## config.mk

```make
export PLATFORM = sky130hd
export DESIGN_NAME = naval_top
export DESIGN_NICKNAME = d
export VERILOG_FILES = /design/src/logic/naval_pkg.sv /design/src/logic/board_arbiter.sv /design/src/logic/board_ram.sv /design/src/logic/naval_top.sv /design/src/logic/ship_placer.sv /design/src/logic/shot_resolver.sv
export SDC_FILE = /design/constraint.sdc
export NUM_CORES = 1
export LEC_CHECK = 0
export BUFFER_PORTS_ARGS = -buffer_cell sky130_fd_sc_hd__buf_2
export CAP_MARGIN = 0
export CORE_UTILIZATION = 45
export DETAILED_ROUTE_END_ITERATION = 8
export SYNTH_ARGS = -nofsm -noshare
export SYNTH_HDL_FRONTEND = slang
export SYNTH_HIERARCHICAL = 1
export SYNTH_SLANG_ARGS = --single-unit
export TNS_END_PERCENT = 20
```

## constraint.sdc

```tcl
create_clock -name clk -period 10.5 [get_ports clk]
set_input_delay 1.575 -clock clk [delete_from_list [all_inputs] [get_ports clk]]
set_output_delay 1.575 -clock clk [all_outputs]
set_load 0.01 [all_outputs]
```

## src/logic/naval_pkg.sv

```systemverilog
package naval_pkg;

    // Board geometry
    localparam int board_dim       = 5;                       // Rows and columns per board
    localparam int num_boards      = 2;                       // Player and opponent
    localparam int cells_per_board = board_dim * board_dim;
    localparam int num_cells       = num_boards * cells_per_board;

    // Fleet limits per board
    localparam int max_ships       = 3;
    localparam int max_ship_len    = 3;

    typedef logic [2:0] coord_t;        // Row or column index
    typedef logic [5:0] cell_addr_t;    // board*25 + row*5 + col
    typedef logic       board_sel_t;    // 0 player, 1 opponent
    typedef logic [1:0] ship_len_t;     // 1 to 3
    typedef logic [1:0] cell_t;         // Raw cell code as stored
    typedef logic [3:0] hits_cnt_t;     // Ship cells still standing, 9 at most

    // What a cell holds
    typedef enum logic [1:0] {
        cell_water = 2'd0,
        cell_ship  = 2'd1,
        cell_miss  = 2'd2,
        cell_hit   = 2'd3
    } cell_code_e;

    // Outcome of one shot
    typedef enum logic [1:0] {
        shot_miss   = 2'd0,
        shot_hit    = 2'd1,
        shot_repeat = 2'd2              // Cell was already a miss or a hit
    } shot_result_e;

    // Flat memory address of one cell
    function automatic cell_addr_t cell_addr(
        input board_sel_t board,
        input coord_t     row,
        input coord_t     col
    );
        cell_addr_t base;
        base = board ? cell_addr_t'(cells_per_board) : cell_addr_t'(0);
        return base + cell_addr_t'(row) * cell_addr_t'(board_dim) + cell_addr_t'(col);
    endfunction

endpackage

```

## src/logic/board_arbiter.sv

```systemverilog
`timescale 1ns/100ps

module board_arbiter (
    input  logic                  clk,
    input  logic                  rst,
    input  logic                  place_req,
    input  logic                  place_we,
    input  naval_pkg::cell_addr_t place_addr,
    input  naval_pkg::cell_t      place_wdata,
    input  logic                  shot_req,
    input  logic                  shot_we,
    input  naval_pkg::cell_addr_t shot_addr,
    input  naval_pkg::cell_t      shot_wdata,
    output logic                  place_gnt,
    output logic                  shot_gnt,
    output naval_pkg::cell_addr_t mem_addr,
    output logic                  mem_we,
    output naval_pkg::cell_t      mem_wdata
);
    import naval_pkg::*;

    logic last_place;               // Placer held the most recent grant

    // Round robin, a lone requester always wins
    always_comb begin
        if (place_req && shot_req) begin
            place_gnt = !last_place;    // Placer first after reset
            shot_gnt  = last_place;
        end else begin
            place_gnt = place_req;
            shot_gnt  = shot_req;
        end
    end

    always_ff @(posedge clk) begin
        if (!rst) begin
            last_place <= 1'b0;
        end else if (place_gnt || shot_gnt) begin
            last_place <= place_gnt;    // Remember who went last
        end
    end

    // Memory follows the granted engine
    always_comb begin
        mem_addr  = '0;                 // Idle port parks on cell 0
        mem_we    = 1'b0;
        mem_wdata = cell_water;
        if (place_gnt) begin
            mem_addr  = place_addr;
            mem_we    = place_we;
            mem_wdata = place_wdata;
        end else if (shot_gnt) begin
            mem_addr  = shot_addr;
            mem_we    = shot_we;
            mem_wdata = shot_wdata;
        end
    end

    // A requester that loses one cycle wins the next
    a_place_served: assert property (
        @(posedge clk) disable iff (!rst)
        place_req && !place_gnt |=> place_gnt || !place_req
    ) else $error("placer passed over twice in a row");

    a_shot_served: assert property (
        @(posedge clk) disable iff (!rst)
        shot_req && !shot_gnt |=> shot_gnt || !shot_req
    ) else $error("resolver passed over twice in a row");

endmodule

```

## src/logic/board_ram.sv

```systemverilog
`timescale 1ns/100ps

module board_ram (
    input  logic                  clk,
    input  logic                  rst,
    input  naval_pkg::cell_addr_t waddr,
    input  naval_pkg::cell_addr_t raddr,
    input  logic                  we,
    input  naval_pkg::cell_t      wdata,
    output naval_pkg::cell_t      rdata
);
    import naval_pkg::*;

    cell_t cells [num_cells];       // Board 0 at 0..24, board 1 at 25..49

    // Write port, whole array back to water on reset
    always_ff @(posedge clk) begin
        if (!rst) begin
            for (int i = 0; i < num_cells; i++) begin
                cells[i] <= cell_water;
            end
        end else if (we) begin
            cells[waddr] <= wdata;
        end
    end

    // Registered read, data one cycle after the address
    always_ff @(posedge clk) begin
        rdata <= cells[raddr];      // Same-address write shows up a cycle later
    end

    // Engines must only ever present cells that exist on a board
    a_addr_in_range: assert property (
        @(posedge clk) disable iff (!rst)
        (raddr < num_cells) && (!we || (waddr < num_cells))
    ) else $error("board_ram access outside the boards");

endmodule

```

## src/logic/naval_top.sv

```systemverilog
`timescale 1ns/100ps

module naval_top (
    input  logic                    clk,
    input  logic                    rst,
    input  logic                    place_strobe,
    input  naval_pkg::board_sel_t   place_board,
    input  naval_pkg::coord_t       place_row,
    input  naval_pkg::coord_t       place_col,
    input  logic                    place_vertical,
    input  naval_pkg::ship_len_t    place_len,
    output logic                    place_busy,
    output logic                    place_done,
    output logic                    place_ok,
    output logic [1:0]              ships_placed_0,
    output logic [1:0]              ships_placed_1,
    input  logic                    fire_strobe,
    input  naval_pkg::board_sel_t   fire_board,
    input  naval_pkg::coord_t       fire_row,
    input  naval_pkg::coord_t       fire_col,
    output logic                    fire_busy,
    output logic                    fire_done,
    output naval_pkg::shot_result_e fire_result,
    output naval_pkg::hits_cnt_t    cells_left_0,
    output naval_pkg::hits_cnt_t    cells_left_1,
    output logic                    fleet_sunk_0,
    output logic                    fleet_sunk_1
);
    import naval_pkg::*;

    logic       place_req, place_we, place_gnt;     // Placer side of the arbiter
    cell_addr_t place_addr;
    cell_t      place_wdata;
    logic       shot_req, shot_we, shot_gnt;        // Resolver side
    cell_addr_t shot_addr;
    cell_t      shot_wdata;
    cell_addr_t mem_addr;                           // Shared memory port
    logic       mem_we;
    cell_t      mem_wdata, mem_rdata;
    ship_len_t  placed_len;                         // Placer to resolver
    board_sel_t placed_board;

    ship_placer u_placer (
        .clk, .rst, .place_strobe, .place_board, .place_row, .place_col,
        .place_vertical, .place_len,
        .gnt(place_gnt), .rdata(mem_rdata),
        .req(place_req), .we(place_we), .addr(place_addr), .wdata(place_wdata),
        .place_busy, .place_done, .place_ok, .ships_placed_0, .ships_placed_1,
        .placed_len, .placed_board
    );

    shot_resolver u_resolver (
        .clk, .rst, .fire_strobe, .fire_board, .fire_row, .fire_col,
        .ship_added(place_done && place_ok),        // Successful placement only
        .placed_len, .placed_board,
        .gnt(shot_gnt), .rdata(mem_rdata),
        .req(shot_req), .we(shot_we), .addr(shot_addr), .wdata(shot_wdata),
        .fire_busy, .fire_done, .fire_result,
        .cells_left_0, .cells_left_1, .fleet_sunk_0, .fleet_sunk_1
    );

    board_arbiter u_arbiter (
        .clk, .rst,
        .place_req, .place_we, .place_addr, .place_wdata,
        .shot_req, .shot_we, .shot_addr, .shot_wdata,
        .place_gnt, .shot_gnt, .mem_addr, .mem_we, .mem_wdata
    );

    board_ram u_ram (
        .clk, .rst,
        .waddr(mem_addr), .raddr(mem_addr),         // One address serves both ports
        .we(mem_we), .wdata(mem_wdata), .rdata(mem_rdata)
    );

endmodule

```

## src/logic/ship_placer.sv

```systemverilog
`timescale 1ns/100ps

module ship_placer (
    input  logic                  clk,
    input  logic                  rst,
    input  logic                  place_strobe,
    input  naval_pkg::board_sel_t place_board,
    input  naval_pkg::coord_t     place_row,
    input  naval_pkg::coord_t     place_col,
    input  logic                  place_vertical,
    input  naval_pkg::ship_len_t  place_len,
    input  logic                  gnt,
    input  naval_pkg::cell_t      rdata,
    output logic                  req,
    output logic                  we,
    output naval_pkg::cell_addr_t addr,
    output naval_pkg::cell_t      wdata,
    output logic                  place_busy,
    output logic                  place_done,
    output logic                  place_ok,
    output logic [1:0]            ships_placed_0,
    output logic [1:0]            ships_placed_1,
    output naval_pkg::ship_len_t  placed_len,
    output naval_pkg::board_sel_t placed_board
);
    import naval_pkg::*;

    typedef enum logic [2:0] {
        st_idle, st_check, st_read, st_wait_data, st_write, st_finish
    } state_e;

    state_e     state;
    board_sel_t board_q;            // Latched command
    coord_t     row_q;
    coord_t     col_q;
    logic       vert_q;
    ship_len_t  len_q;
    logic [1:0] idx;                // Ship cell being visited
    logic       ok_q;
    coord_t     cur_row;
    coord_t     cur_col;
    logic [3:0] end_pos;            // Last cell along the ship axis
    logic       in_bounds;
    logic       fleet_full;
    logic       last_cell;

    // Vertical ships walk down a column
    assign cur_row    = vert_q ? row_q + coord_t'(idx) : row_q;
    assign cur_col    = vert_q ? col_q : col_q + coord_t'(idx);
    assign end_pos    = (vert_q ? {1'b0, row_q} : {1'b0, col_q}) + {2'b00, len_q} - 4'd1;
    assign in_bounds  = (len_q != '0) && (len_q <= max_ship_len) && (row_q < board_dim)
                        && (col_q < board_dim) && (end_pos < board_dim);
    assign fleet_full = board_q ? (ships_placed_1 == max_ships) : (ships_placed_0 == max_ships);
    assign last_cell  = (idx == len_q - 2'd1);

    assign addr         = cell_addr(board_q, cur_row, cur_col);
    assign req          = (state == st_read) || (state == st_write);
    assign we           = (state == st_write);
    assign wdata        = cell_ship;
    assign place_busy   = (state != st_idle);
    assign place_done   = (state == st_finish);     // One cycle in finish
    assign place_ok     = ok_q;
    assign placed_len   = len_q;
    assign placed_board = board_q;

    always_ff @(posedge clk) begin
        if (state == st_idle && place_strobe) begin
            board_q <= place_board;
            row_q   <= place_row;
            col_q   <= place_col;
            vert_q  <= place_vertical;
            len_q   <= place_len;
        end
    end

    always_ff @(posedge clk) begin
        if (!rst) begin
            state          <= st_idle;
            idx            <= '0;
            ok_q           <= 1'b0;
            ships_placed_0 <= '0;
            ships_placed_1 <= '0;
        end else begin
            case (state)
                st_idle: if (place_strobe) begin     // Strobes while busy are dropped
                    idx   <= '0;
                    ok_q  <= 1'b0;
                    state <= st_check;
                end
                st_check: state <= (in_bounds && !fleet_full) ? st_read : st_finish;
                st_read: if (gnt) state <= st_wait_data;
                st_wait_data: begin
                    if (rdata != cell_water) begin
                        state <= st_finish;          // Overlap, nothing written
                    end else if (last_cell) begin
                        idx   <= '0;
                        state <= st_write;
                    end else begin
                        idx   <= idx + 2'd1;
                        state <= st_read;
                    end
                end
                st_write: if (gnt) begin
                    if (last_cell) begin
                        ok_q  <= 1'b1;
                        state <= st_finish;
                        if (board_q) ships_placed_1 <= ships_placed_1 + 2'd1;
                        else         ships_placed_0 <= ships_placed_0 + 2'd1;
                    end else begin
                        idx <= idx + 2'd1;
                    end
                end
                default: state <= st_idle;           // Finish
            endcase
        end
    end

    // A waiting request keeps its cell until the arbiter lets it through
    a_hold_request: assert property (
        @(posedge clk) disable iff (!rst)
        req && !gnt |=> req && $stable(addr) && $stable(we)
    ) else $error("placer changed its request while waiting");

endmodule

```

## src/logic/shot_resolver.sv

```systemverilog
`timescale 1ns/100ps

module shot_resolver (
    input  logic                    clk,
    input  logic                    rst,
    input  logic                    fire_strobe,
    input  naval_pkg::board_sel_t   fire_board,
    input  naval_pkg::coord_t       fire_row,
    input  naval_pkg::coord_t       fire_col,
    input  logic                    ship_added,
    input  naval_pkg::ship_len_t    placed_len,
    input  naval_pkg::board_sel_t   placed_board,
    input  logic                    gnt,
    input  naval_pkg::cell_t        rdata,
    output logic                    req,
    output logic                    we,
    output naval_pkg::cell_addr_t   addr,
    output naval_pkg::cell_t        wdata,
    output logic                    fire_busy,
    output logic                    fire_done,
    output naval_pkg::shot_result_e fire_result,
    output naval_pkg::hits_cnt_t    cells_left_0,
    output naval_pkg::hits_cnt_t    cells_left_1,
    output logic                    fleet_sunk_0,
    output logic                    fleet_sunk_1
);
    import naval_pkg::*;

    typedef enum logic [2:0] {st_idle, st_read, st_wait_data, st_write, st_finish} state_e;

    state_e     state;
    board_sel_t board_q;            // Target latched at the strobe
    coord_t     row_q;
    coord_t     col_q;
    logic       write_q;            // Target needs a mark
    cell_t      mark_q;
    logic       armed_0;            // Board has had a ship placed
    logic       armed_1;
    logic       add_0;
    logic       add_1;
    logic       dec_0;
    logic       dec_1;

    assign addr      = cell_addr(board_q, row_q, col_q);
    assign req       = (state == st_read) || (state == st_write && write_q);
    assign we        = (state == st_write) && write_q;
    assign wdata     = mark_q;
    assign fire_busy = (state != st_idle);
    assign fire_done = (state == st_finish);

    // Ship growth from the placer, hit loss when the mark lands
    assign add_0 = ship_added && (placed_board == 1'b0);
    assign add_1 = ship_added && (placed_board == 1'b1);
    assign dec_0 = (state == st_write) && gnt && (fire_result == shot_hit) && !board_q;
    assign dec_1 = (state == st_write) && gnt && (fire_result == shot_hit) && board_q;

    assign fleet_sunk_0 = armed_0 && (cells_left_0 == '0);
    assign fleet_sunk_1 = armed_1 && (cells_left_1 == '0);

    always_ff @(posedge clk) begin
        if (state == st_idle && fire_strobe) begin
            board_q <= fire_board;
            row_q   <= fire_row;
            col_q   <= fire_col;
        end
        if (state == st_wait_data) begin
            mark_q <= (rdata == cell_ship) ? cell_hit : cell_miss;
        end
    end

    always_ff @(posedge clk) begin
        if (!rst) begin
            state        <= st_idle;
            write_q      <= 1'b0;
            fire_result  <= shot_miss;
            cells_left_0 <= '0;
            cells_left_1 <= '0;
            armed_0      <= 1'b0;
            armed_1      <= 1'b0;
        end else begin
            case (state)
                st_idle:  if (fire_strobe) state <= st_read;
                st_read:  if (gnt) state <= st_wait_data;
                st_wait_data: begin                  // Cell code arrives now
                    write_q     <= (rdata == cell_water) || (rdata == cell_ship);
                    fire_result <= (rdata == cell_water) ? shot_miss :
                                   (rdata == cell_ship)  ? shot_hit  : shot_repeat;
                    state       <= st_write;
                end
                st_write: if (gnt || !write_q) state <= st_finish;  // Repeat skips the write
                default:  state <= st_idle;
            endcase
            armed_0      <= armed_0 || add_0;
            armed_1      <= armed_1 || add_1;
            cells_left_0 <= cells_left_0 + (add_0 ? hits_cnt_t'(placed_len) : hits_cnt_t'(0))
                            - (dec_0 ? hits_cnt_t'(1) : hits_cnt_t'(0));
            cells_left_1 <= cells_left_1 + (add_1 ? hits_cnt_t'(placed_len) : hits_cnt_t'(0))
                            - (dec_1 ? hits_cnt_t'(1) : hits_cnt_t'(0));
        end
    end

    // A board with no ship cells left stays empty until the placer adds one
    a_left0_floor: assert property (
        @(posedge clk) disable iff (!rst)
        (cells_left_0 == '0) && !add_0 |=> (cells_left_0 == '0)
    ) else $error("cells_left_0 dropped below zero");

    a_left1_floor: assert property (
        @(posedge clk) disable iff (!rst)
        (cells_left_1 == '0) && !add_1 |=> (cells_left_1 == '0)
    ) else $error("cells_left_1 dropped below zero");

endmodule

```

==> results of run 1 <==
[cell families (layout without fill, tap and decap cells)]
kind of cell	count (synthesis)	count (layout)	synth area share
xor+xnor	16	16	0.0154
buf+inv	122	141	0.0556
simple gates	340	340	0.188
other cells	3	3	0.00117
flops	175	175	0.516
compound gates	82	82	0.0636
fa+ha+maj	45	45	0.0671
mux	50	50	0.0928
[Yosys cell counts, drive strengths merged, types with 12 or more instances]
library cell / instances / area (um2)
nand2: 121 / 454
nor2b: 14 / 87.6
edfxtp: 146 / 4380
clkbuf: 49 / 188
dfxtp: 29 / 581
inv: 54 / 203
mux4: 28 / 661
o21ai: 15 / 75.1
nor3: 23 / 115
buf: 19 / 144
and2: 15 / 95.1
mux2i: 16 / 160
a21oi: 12 / 60.1
ha: 34 / 425
and3: 102 / 638
nor2: 16 / 60.1
[worst reg2reg max path, cell delays in order (launching register included)]
cell	delay, ps
dfxtp_1	490
ha_1	210
inv_1	50
fa_1	350
or2b_1	240
xnor2_1	210
ha_1	280
ha_1	310
ha_1	300
a21o_1	170
a21oi_1	170
xnor2_1	150
a32o_1	740
nor3b_2	1000
nand2_1	140
nand2_1	140
[worst max path at each step]
stage / from / to / slack, ps / cells past startpoint
finish: u_placer/idx[0] / u_ram/cells[18][1] / 5250 / 15
global route: u_placer/idx[0] / u_ram/cells[18][1] / 4850 / 15
CTS: u_placer/idx[0] / u_ram/cells[18][1] / 5210 / 15
global placement: u_placer/idx[0] / u_ram/cells[40][1] / 5480 / 18
floorplan: u_placer/idx[0] / u_ram/cells[32][0] / 6140 / 17
detailed placement: u_placer/idx[0] / u_ram/cells[18][1] / 5250 / 15
[metal layers]
metal  vias to the layer above  wire length (um)  track usage
met1                      3131              8890        0.250
li1                       3027                 -            -
met3                        26               925       0.0387
met2                       147             10600        0.350
met4                         0               342       0.0660
met5                         -                 0            0
[sequential cells by signal, summed over array words and instances, names as in the netlist, 3 cells and up]
name                     count
u_resolver/col_q             3
u_resolver/state             3
u_resolver/row_q             3
u_ram/cells                128
u_resolver/cells_left_1      4
u_placer/row_q               3
u_placer/state               3
u_resolver/cells_left_0      4
u_placer/col_q               3
[power by group through the flow]
| stage | sequential, mW | combinational, mW | clock, mW |
|---|---|---|---|
| floorplan | 0.841 | 0.741 | 0 |
| global placement | 0.868 | 0.910 | 0 |
| detailed placement | 0.869 | 0.935 | 0 |
| CTS | 0.854 | 0.940 | 0.628 |
| global route | 0.861 | 1.02 | 0.654 |
| finish | 0.854 | 0.934 | 0.615 |
[area by class of cell]
type                    count  area share
flip-flops and latches    175       0.471
multi-input cells         536       0.393
clock inverters            15      0.0140
clock buffers              17      0.0404
well taps                 275      0.0327
repair buffers             55      0.0295
inverters                  54      0.0192
==> results.tsv, run 1 <==
stage	metric	value	unit
layout	commonest non-fill, non-tap cell in the layout	edfxtp_1	
critical_path	r2r setup slk	5250	ps
timing	max-slew violations	0	
placement	Placer Congestion	0.773	
die	IO Count	42	
critical_path	Crit Path Class	reg -> reg	
critical_path	Critical Path Fanout Max	24	
die	die area	0.0220	mm2
clock_tree	CTS sink count	175	
critical_path	critical path arrival	5390	ps
clock_tree	Post-CTS Hold Fix Bufs	0	
synthesis	post-synth net total	899	
route	vias	6331	
placement	port buffer count	41	
clock_tree	Worst-path clk slew	80	ps
die	Die X	148	um
placement	placed insts	1095	
synthesis	Seq/Total Area, Yosys	0.516	
layout	# fillers	1883	
status	outcome	completed	
clock_tree	CTS tree	done	
layout	finished layout cell area	0.0105	mm2
timing	worst setup margin	5250	ps
clock_tree	clk buf depth	2	
power	pwr/cell area	228	mW/mm2
synthesis	mapped cell area	0.00962	mm2
die	die height	148	um
clock_tree	Root Buffer	clkbuf_16	
layout	register area	0.00496	mm2
timing	Worst-Margin Slew	1170	ps
placement	Cell Area, Placed	0.00996	mm2
power	Power Internal	1.48	mW
flow_run	Max-Cap Viols	0	
global_route	total global-route track usage	0.201	
critical_path	Worst Setup Start Kind	register	
power	clock network power share	0.256	
route	Detail Route Antenna Nets	0	
synthesis	asr flop ratio synth	0	
critical_path	worst r2r src	u_placer/idx[0]	
route	WL final	20.7	mm
power	NetSw	926	uW
synthesis	Avg Cell Area, Syn	11.5	um2
critical_path	Critical Path End Type	register	
route	drt pass-1 iters	5	
clock_tree	clock buffer count from CTS	17	
global_route	largest net degree at the start of global routing	81	
hold_path	worst min path class	reg -> reg	
critical_path	worst r2r path cells	15	
global_route	first-pass GRT wire length	33.7	mm
timing	RSZ-0062 raised after global routing	no	
route	average wire per standard cell	18.4	um
layout	Multi-input gate area	0.00414	mm2
clock_tree	post-CTS setup buffer count	0	
power	Combinational Power Share	0.389	
critical_path	CP Cell Sequence	ha_1 -> inv_1 -> fa_1 -> or2b_1 -> xnor2_1 -> ha_1 -> ha_1 -> ha_1 -> a21o_1 -> a21oi_1 -> xnor2_1 -> a32o_1 -> nor3b_2 -> nand2_1 -> nand2_1	
global_route	number of global-route vias before repair	6392	
hold_path	Min-Delay Path Depth	1	
hold_path	hold path start	u_resolver/armed_0	
layout	fin util	0.503	
synthesis	Post-Synthesis Cells	833	
critical_path	CP dominant cell by count	ha_1	
critical_path	CP max stage delay	1000	ps
route	Initial DRC Count	440	
route	vias per cell	5.62	
timing	min cycle time layout	5250	ps
timing	final setup fails	0	
synthesis	Post-synth EDFFs	146	
power	Lkg Pwr	4.39	nW
layout	highest-count cells in the layout ignoring fill and taps	146 x edfxtp_1, 121 x nand2_1, 102 x and3_1, 54 x inv_1, 41 x buf_2	
timing	Post-Route Setup TNS	0	ps
layout	Layout area overhead	9.54	%
timing	endpoints failing hold	0	
power	Reg power frac	0.355	
clock_tree	Max H-tree Level	4	
power	Power Total	2.40	mW
die	row count	53	
critical_path	CP top delay family	simple AND/OR/NAND/NOR gates	
clock_tree	post_cts resized	0	
timing	Hold WS	489	ps
layout	layout cell share with drive strength beyond 1	0.149	
critical_path	RR Endpoint	u_ram/cells[18][1]	
synthesis	ys flop type	edfxtp_1	
synthesis	Yosys reg bits	175	
placement	Place WS	5250	ps
global_route	grt total ovfl	0	
synthesis	Synth cell types	74	
timing	final setup skew	14.2	ps
power	Max IR drop VDD	0.137	mV
timing	FMAX	191	MHz
route	DRC viols	0	
global_route	initial antenna violation count	0	
hold_path	WHS Endpoint	u_resolver/armed_0	
clock_tree	clock latency on the worst-skew pair	440	ps
power	net switching share of the total power	0.385	
timing	period utilization	0.500	
die	Initial Utilization	0.459	
die	Core ar.	0.0210	mm2
layout	Final nets	905	
layout	post-route insts no fill	1127	
placement	Detail Placement HPWL	13.2	mm
critical_path	Crit path buffers/inverters	1	
critical_path	WP data required	10640	ps
layout	diodes inserted	0	
timing	Rel. slew slack	0.216	
critical_path	Critical-path top delay cell	nor3b_2	
synthesis	synth warn	6	
No activity file was read; power rests on OpenSTA's default activity.
==> run 2: changes to the inputs <==
==> constraint.sdc (replaced) <==
create_clock -name clk -period 4.8 [get_ports clk]
set_input_delay 0.72 -clock clk [delete_from_list [all_inputs] [get_ports clk]]
set_output_delay 0.72 -clock clk [all_outputs]
set_load 0.01 [all_outputs]
==> run 2 against run 1 <==
Against the previous run: utilization increased by 0.73 points; hold slack worse by 31 ps; routed wire length is 3.8% higher; via count up 2.6%; clock skew up 0.90 ps; total power up 120%; sequential share of layout area shrank 0.68 points; fmax rose by 14%; critical path type unchanged; critical endpoint is now u_ram/cells[50][0]; highest routed layer unchanged.
==> results.tsv, run 2 (synthesized netlist as in run 1, its figures left out) <==
stage	metric	value	unit	change
clock_tree	CTS sink count	175		unchanged
layout	post-route insts no fill	1145		was 1,127
die	Initial Utilization	0.459		unchanged
timing	RSZ-0062 raised after global routing	yes		was no
timing	FMAX	218	MHz	was 191 MHz
global_route	total global-route track usage	0.208		was 0.201
critical_path	critical path arrival	4680	ps	was 5390 ps
critical_path	CP Capture Point	u_ram/cells[50][0]		was u_ram/cells[18][1]
clock_tree	Root Buffer	clkbuf_16		unchanged
critical_path	r2r setup slk	210	ps	was 5250 ps
critical_path	Crit. Startpoint	u_placer/row_q[0]		was u_placer/idx[0]
route	vias per cell	5.67		was 5.62
die	row count	53		unchanged
timing	final setup fails	0		unchanged
clock_tree	Post-CTS Hold Fix Bufs	0		unchanged
layout	diodes inserted	0		unchanged
critical_path	Critical Path Fanout Max	8		was 24
die	die height	148	um	unchanged
global_route	first-pass GRT wire length	34.4	mm	was 33.7 mm
global_route	number of global-route vias before repair	6488		was 6,392
layout	Layout area overhead	11.1	%	was 9.54%
route	DRC viols	0		unchanged
critical_path	WP data required	4890	ps	was 10,640 ps
critical_path	RR Endpoint	u_ram/cells[50][0]		was u_ram/cells[18][1]
placement	Placer Congestion	0.846		was 0.773
global_route	initial antenna violation count	0		unchanged
die	IO Count	42		unchanged
clock_tree	Worst-path clk slew	70	ps	was 80 ps
timing	final setup skew	15.1	ps	was 14.2 ps
timing	Rel. slew slack	0.452		was 0.216
power	pwr/cell area	504	mW/mm2	was 228 mW/mm2
layout	highest-count cells in the layout ignoring fill and taps	146 x edfxtp_1, 121 x nand2_1, 102 x and3_1, 54 x inv_1, 41 x buf_2		unchanged
die	Die X	148	um	unchanged
timing	period utilization	0.956		was 0.500
critical_path	Critical Path End Type	register		unchanged
layout	Final nets	924		was 905
layout	layout cell share with drive strength beyond 1	0.170		was 0.149
layout	biggest regs	u_ram/cells: 128 flops, u_resolver/cells_left_0: 4 flops, u_resolver/cells_left_1: 4 flops		unchanged
status	outcome	completed		unchanged
hold_path	worst min path class	in -> reg		was reg -> reg
clock_tree	clock latency on the worst-skew pair	440	ps	about the same
critical_path	worst r2r path cells	17		was 15
route	Initial DRC Count	575		was 440
layout	Largest Register	u_ram/cells		unchanged
global_route	grt total ovfl	0		unchanged
timing	max-slew violations	0		unchanged
flow_run	Max-Cap Viols	0		unchanged
timing	endpoints failing hold	0		unchanged
clock_tree	Max H-tree Level	4		unchanged
route	drt pass-1 iters	5		unchanged
global_route	largest net degree at the start of global routing	77		was 81
die	die area	0.0220	mm2	unchanged
route	WL final	21.5	mm	was 20.7 mm
timing	Post-Route Setup TNS	0	ps	unchanged
power	Max IR drop VDD	0.356	mV	was 0.137 mV
timing	Worst-Margin Slew	819	ps	was 1170 ps
die	Core ar.	0.0210	mm2	unchanged
clock_tree	clk buf depth	2		unchanged
layout	commonest non-fill, non-tap cell in the layout	edfxtp_1		unchanged
critical_path	Crit Path Class	reg -> reg		unchanged
timing	Hold WS	458	ps	was 489 ps
route	vias	6496		was 6,331
timing	min cycle time layout	4590	ps	was 5250 ps
placement	placed insts	1114		was 1,095
clock_tree	clock buffer count from CTS	17		unchanged
placement	Detail Placement HPWL	14.4	mm	was 13.2 mm
route	Detail Route Antenna Nets	0		unchanged
power	Lkg Pwr	4.49	nW	was 4.39 nW
layout	Largest register FFs	128		unchanged
critical_path	worst r2r src	u_placer/row_q[0]		was u_placer/idx[0]
route	average wire per standard cell	18.8	um	was 18.4 um
clock_tree	CTS tree	done		unchanged
layout	fin util	0.510		was 0.503
power	Power Total	5.39	mW	was 2.40 mW
placement	port buffer count	41		unchanged
critical_path	Worst Setup Start Kind	register		unchanged
-- run 2: cell type report --
| class | count | area [um2] |
|---|---|---|
| fill | 1839 | 10300 |
| sequential | 175 | 4960 |
| timing repair buffer | 74 | 465 |
| tap | 275 | 344 |
| clock buffer | 18 | 429 |
| multi-input combinational | 536 | 4150 |
| clock inverter | 13 | 130 |
| inverter | 54 | 203 |
-- run 2: power by group --
group          internal [mW]  switching (mW)  leakage (nW)
Sequential              1.77          0.0977          1.69
Combinational          0.869            1.32          2.53
Clock                  0.723           0.619         0.265
-- run 2: how the worst min path moves through the flow --
stage          cells past startpoint                   to  slack (ps)               start
3_5_place_dp                       1   u_resolver/armed_0         470  u_resolver/armed_0
2_1_floorplan                      1   u_resolver/armed_0         430  u_resolver/armed_0
4_1_cts                            1  u_resolver/row_q[2]         440         fire_row[2]
3_3_place_gp                       1   u_resolver/armed_0         470  u_resolver/armed_0
6_report                           1  u_resolver/col_q[2]         460         fire_col[2]
5_1_grt                            1  u_resolver/col_q[0]         430         fire_col[0]
-- run 2: through the flow --
step / cell area (um2) / setup WS (ps)
floorplan: 9620 / 439
global placement: 10100 / 311
detailed placement: 10100 / 133
CTS: 10700 / 129
global route: 10700 / -73.1
finish: 10700 / 209
-- run 2: what timing repair did --
item / 4_1_cts / 5_1_grt
endpoints found under the setup margin: 0 / 150
buffers inserted: 0 / 0
gates resized for setup: 0 / 3
-- run 2: layer usage --
layer | vias to the layer above | track usage | share of wire
met5 | - | 0 | 0
met4 | 0 | 0.0634 | 0.017
met3 | 28 | 0.0485 | 0.050
met2 | 193 | 0.364 | 0.51
met1 | 3200 | 0.254 | 0.42
li1 | 3075 | - | -
-- run 2: critical path, cell delays in order, from the launching register on --
cell	delay, ps
edfxtp_1	390
ha_1	180
inv_1	60
fa_1	340
or2b_1	230
xnor2_1	220
ha_1	280
ha_1	310
inv_1	80
fa_1	460
inv_1	80
a21o_1	100
a21oi_1	70
xnor2_1	190
a32o_1	320
buf_4	230
nand3b_1	250
nor3_1	440
==> run 3: changes to the inputs <==
--- a/config.mk
+++ b/config.mk
@@ -7,8 +7,12 @@
 export LEC_CHECK = 0
 export BUFFER_PORTS_ARGS = -buffer_cell sky130_fd_sc_hd__buf_2
 export CAP_MARGIN = 0
+export CELL_PAD_IN_SITES_DETAIL_PLACEMENT = 1
+export CELL_PAD_IN_SITES_GLOBAL_PLACEMENT = 1
 export CORE_UTILIZATION = 45
+export CTS_CLUSTER_SIZE = 28
 export DETAILED_ROUTE_END_ITERATION = 8
+export PLACE_DENSITY_LB_ADDON = 0.1
 export SYNTH_ARGS = -nofsm -noshare
 export SYNTH_HDL_FRONTEND = slang
 export SYNTH_HIERARCHICAL = 1
==> run 3 against run 2 <==
Against the previous run: the run now ends with design-rule violations left; sequential power about the same; total power up 1.7%; fmax shrank 0.86%; hold slack worse by 3.7 ps; sequential cell count did not move; first-iteration DRC count decreased by 52%; non-clock buffer count grew 1; clock skew is 0.63 ps lower; worst setup slack lost 40 ps; cell count up 0.17%; register-to-register slack lost 40 ps; clock power about the same; critical endpoint is now u_ram/cells[24][1]; highest routed layer unchanged.
==> results.tsv, run 3 (synthesized netlist as in run 1, its figures left out) <==
stage	metric	value	unit	change
status	outcome	finished, violations left		was completed
status	failing checks	design-rule violations		
critical_path	CP Cell Sequence	ha_1 -> inv_1 -> fa_1 -> or2b_1 -> xnor2_1 -> ha_1 -> ha_1 -> inv_1 -> fa_1 -> inv_1 -> a21o_1 -> a21oi_1 -> xnor2_1 -> a32o_1 -> and3b_1 -> nand2_1 -> nand2_1		was ha_1 -> inv_1 -> fa_1 -> or2b_1 -> xnor2_1 -> ha_1 -> ha_1 -> inv_1 -> fa_1 -> inv_1 -> a21o_1 -> a21oi_1 -> xnor2_1 -> a32o_1 -> buf_4 -> nand3b_1 -> nor3_1
clock_tree	CTS sink count	175		unchanged
timing	FMAX	216	MHz	was 218 MHz
global_route	initial antenna violation count	0		unchanged
layout	Layout area overhead	11.4	%	was 11.1%
die	die area	0.0220	mm2	unchanged
timing	Rel. slew slack	0.410		was 0.452
layout	fin util	0.511		was 0.510
critical_path	Critical-path top delay cell	and3b_1		was fa_1
clock_tree	clock buffer count from CTS	17		unchanged
layout	# fillers	2227		was 1,839
timing	period utilization	0.965		was 0.956
critical_path	CP max stage delay	730	ps	was 460 ps
route	Detail Route Antenna Nets	0		unchanged
layout	Largest Register	u_ram/cells		unchanged
clock_tree	clock latency on the worst-skew pair	440	ps	about the same
route	drt pass-1 iters	7		was 5
power	Power Total	5.48	mW	was 5.39 mW
layout	highest-count cells in the layout ignoring fill and taps	146 x edfxtp_1, 121 x nand2_1, 102 x and3_1, 54 x inv_1, 41 x buf_2		unchanged
power	Lkg Pwr	4.51	nW	was 4.49 nW
layout	biggest regs	u_ram/cells: 128 flops, u_resolver/cells_left_0: 4 flops, u_resolver/cells_left_1: 4 flops		unchanged
timing	max-slew violations	0		unchanged
clock_tree	CTS tree	done		unchanged
layout	commonest non-fill, non-tap cell in the layout	edfxtp_1		unchanged
layout	diodes inserted	0		unchanged
layout	Largest register FFs	128		unchanged
critical_path	critical path arrival	4770	ps	was 4680 ps
die	IO Count	42		unchanged
global_route	total global-route track usage	0.232		was 0.208
layout	layout cell share with drive strength beyond 1	0.172		was 0.170
critical_path	Crit Path Class	reg -> reg		unchanged
route	DRC viols	2		was 0
power	Max IR drop VDD	0.253	mV	was 0.356 mV
layout	Final nets	925		was 924
global_route	first-pass GRT wire length	38.3	mm	was 34.4 mm
placement	Detail Placement HPWL	16.1	mm	was 14.4 mm
timing	min cycle time layout	4630	ps	was 4590 ps
flow_run	Max-Cap Viols	0		unchanged
timing	endpoints failing hold	0		unchanged
route	average wire per standard cell	20.9	um	was 18.8 um
die	Die X	148	um	unchanged
timing	Worst-Margin Slew	881	ps	was 819 ps
clock_tree	Max H-tree Level	4		unchanged
hold_path	worst min path class	in -> reg		unchanged
die	die height	148	um	unchanged
clock_tree	Worst-path clk slew	70	ps	about the same
die	Initial Utilization	0.459		unchanged
die	Core ar.	0.0210	mm2	unchanged
timing	final setup fails	0		unchanged
route	vias	6497		was 6,496
placement	Placer Congestion	0.787		was 0.846
route	Initial DRC Count	278		was 575
critical_path	Critical Path End Type	register		unchanged
timing	final setup skew	14.5	ps	was 15.1 ps
critical_path	Critical Path Fanout Max	24		was 8
critical_path	Worst Setup Start Kind	register		unchanged
route	vias per cell	5.66		was 5.67
placement	port buffer count	41		unchanged
clock_tree	clk buf depth	2		unchanged
timing	Hold WS	454	ps	was 458 ps
global_route	number of global-route vias before repair	7012		was 6,488
critical_path	WP data required	4940	ps	was 4890 ps
timing	RSZ-0062 raised after global routing	yes		unchanged
clock_tree	Root Buffer	clkbuf_16		unchanged
route	WL final	24.0	mm	was 21.5 mm
power	pwr/cell area	512	mW/mm2	was 504 mW/mm2
global_route	grt total ovfl	0		unchanged
global_route	largest net degree at the start of global routing	78		was 77
die	row count	53		unchanged
## run 3: changes by cell type in the layout (fill, tap and decap cells not counted), moves of 2 or more
| cell | change |
|---|---|
| clkinvlp_4 | -4 |
| clkinv_4 | +2 |
| clkinv_8 | +2 |
| inv_6 | +2 |
## run 3: cell type report
class	count	area, um2	area share
clock inverter	14	144	0.0134
inverter	54	203	0.0189
sequential	175	4960	0.463
tap	275	344	0.0321
multi-input combinational	536	4160	0.388
timing repair buffer	75	473	0.0441
clock buffer	18	429	0.0401
## run 3: metal layers
layer  wire length [um]  global-route usage  share of wire
met5                  0                   0              0
met4                611              0.0928          0.025
met3                640              0.0368          0.027
met2              12800               0.420           0.53
met1               9920               0.273           0.41
## run 3: stage by stage
step / std cells / setup TNS (ps) / instance area [um2] / setup slack [ps]
global route: 1147 / -1550 / 10700 / -125
floorplan: 833 / 0 / 9620 / 439
CTS: 1147 / 0 / 10700 / 80.8
global placement: 1115 / 0 / 10100 / 401
detailed placement: 1115 / 0 / 10100 / 118
finish: 1147 / 0 / 10700 / 169
## run 3: power by group
group	internal, mW	switching [mW]	total [mW]
combinational	0.889	1.37	2.26
clock	0.693	0.662	1.36
sequential	1.76	0.0993	1.86
## run 3: path summary, 6_finish.rpt
kind / startpoint / end / slack (ps) / cells past startpoint
worst max-delay path: u_placer/row_q[0] / u_ram/cells[24][1] / 170 / 17
worst min-delay path: fire_board / u_resolver/board_q / 450 / 1
worst max register to register: u_placer/row_q[0] / u_ram/cells[24][1] / 170 / 17
worst min register to register: u_resolver/armed_0 / u_resolver/armed_0 / 490 / 1
## run 3: critical path: cells and delay by family (launching register included)
family,cells,cell delay [ps]
simple gates,4,1260
compound gates,3,540
xor+xnor,2,350
buf+inv,3,190
fa+ha+maj,5,1580
flops,1,410
## run 3: repair_timing
action                                  4_1_cts  5_1_grt
gates resized for setup                       0        2
hold buffers                                  0        0
endpoints found under the setup margin        0       23
buffers inserted                              0        0
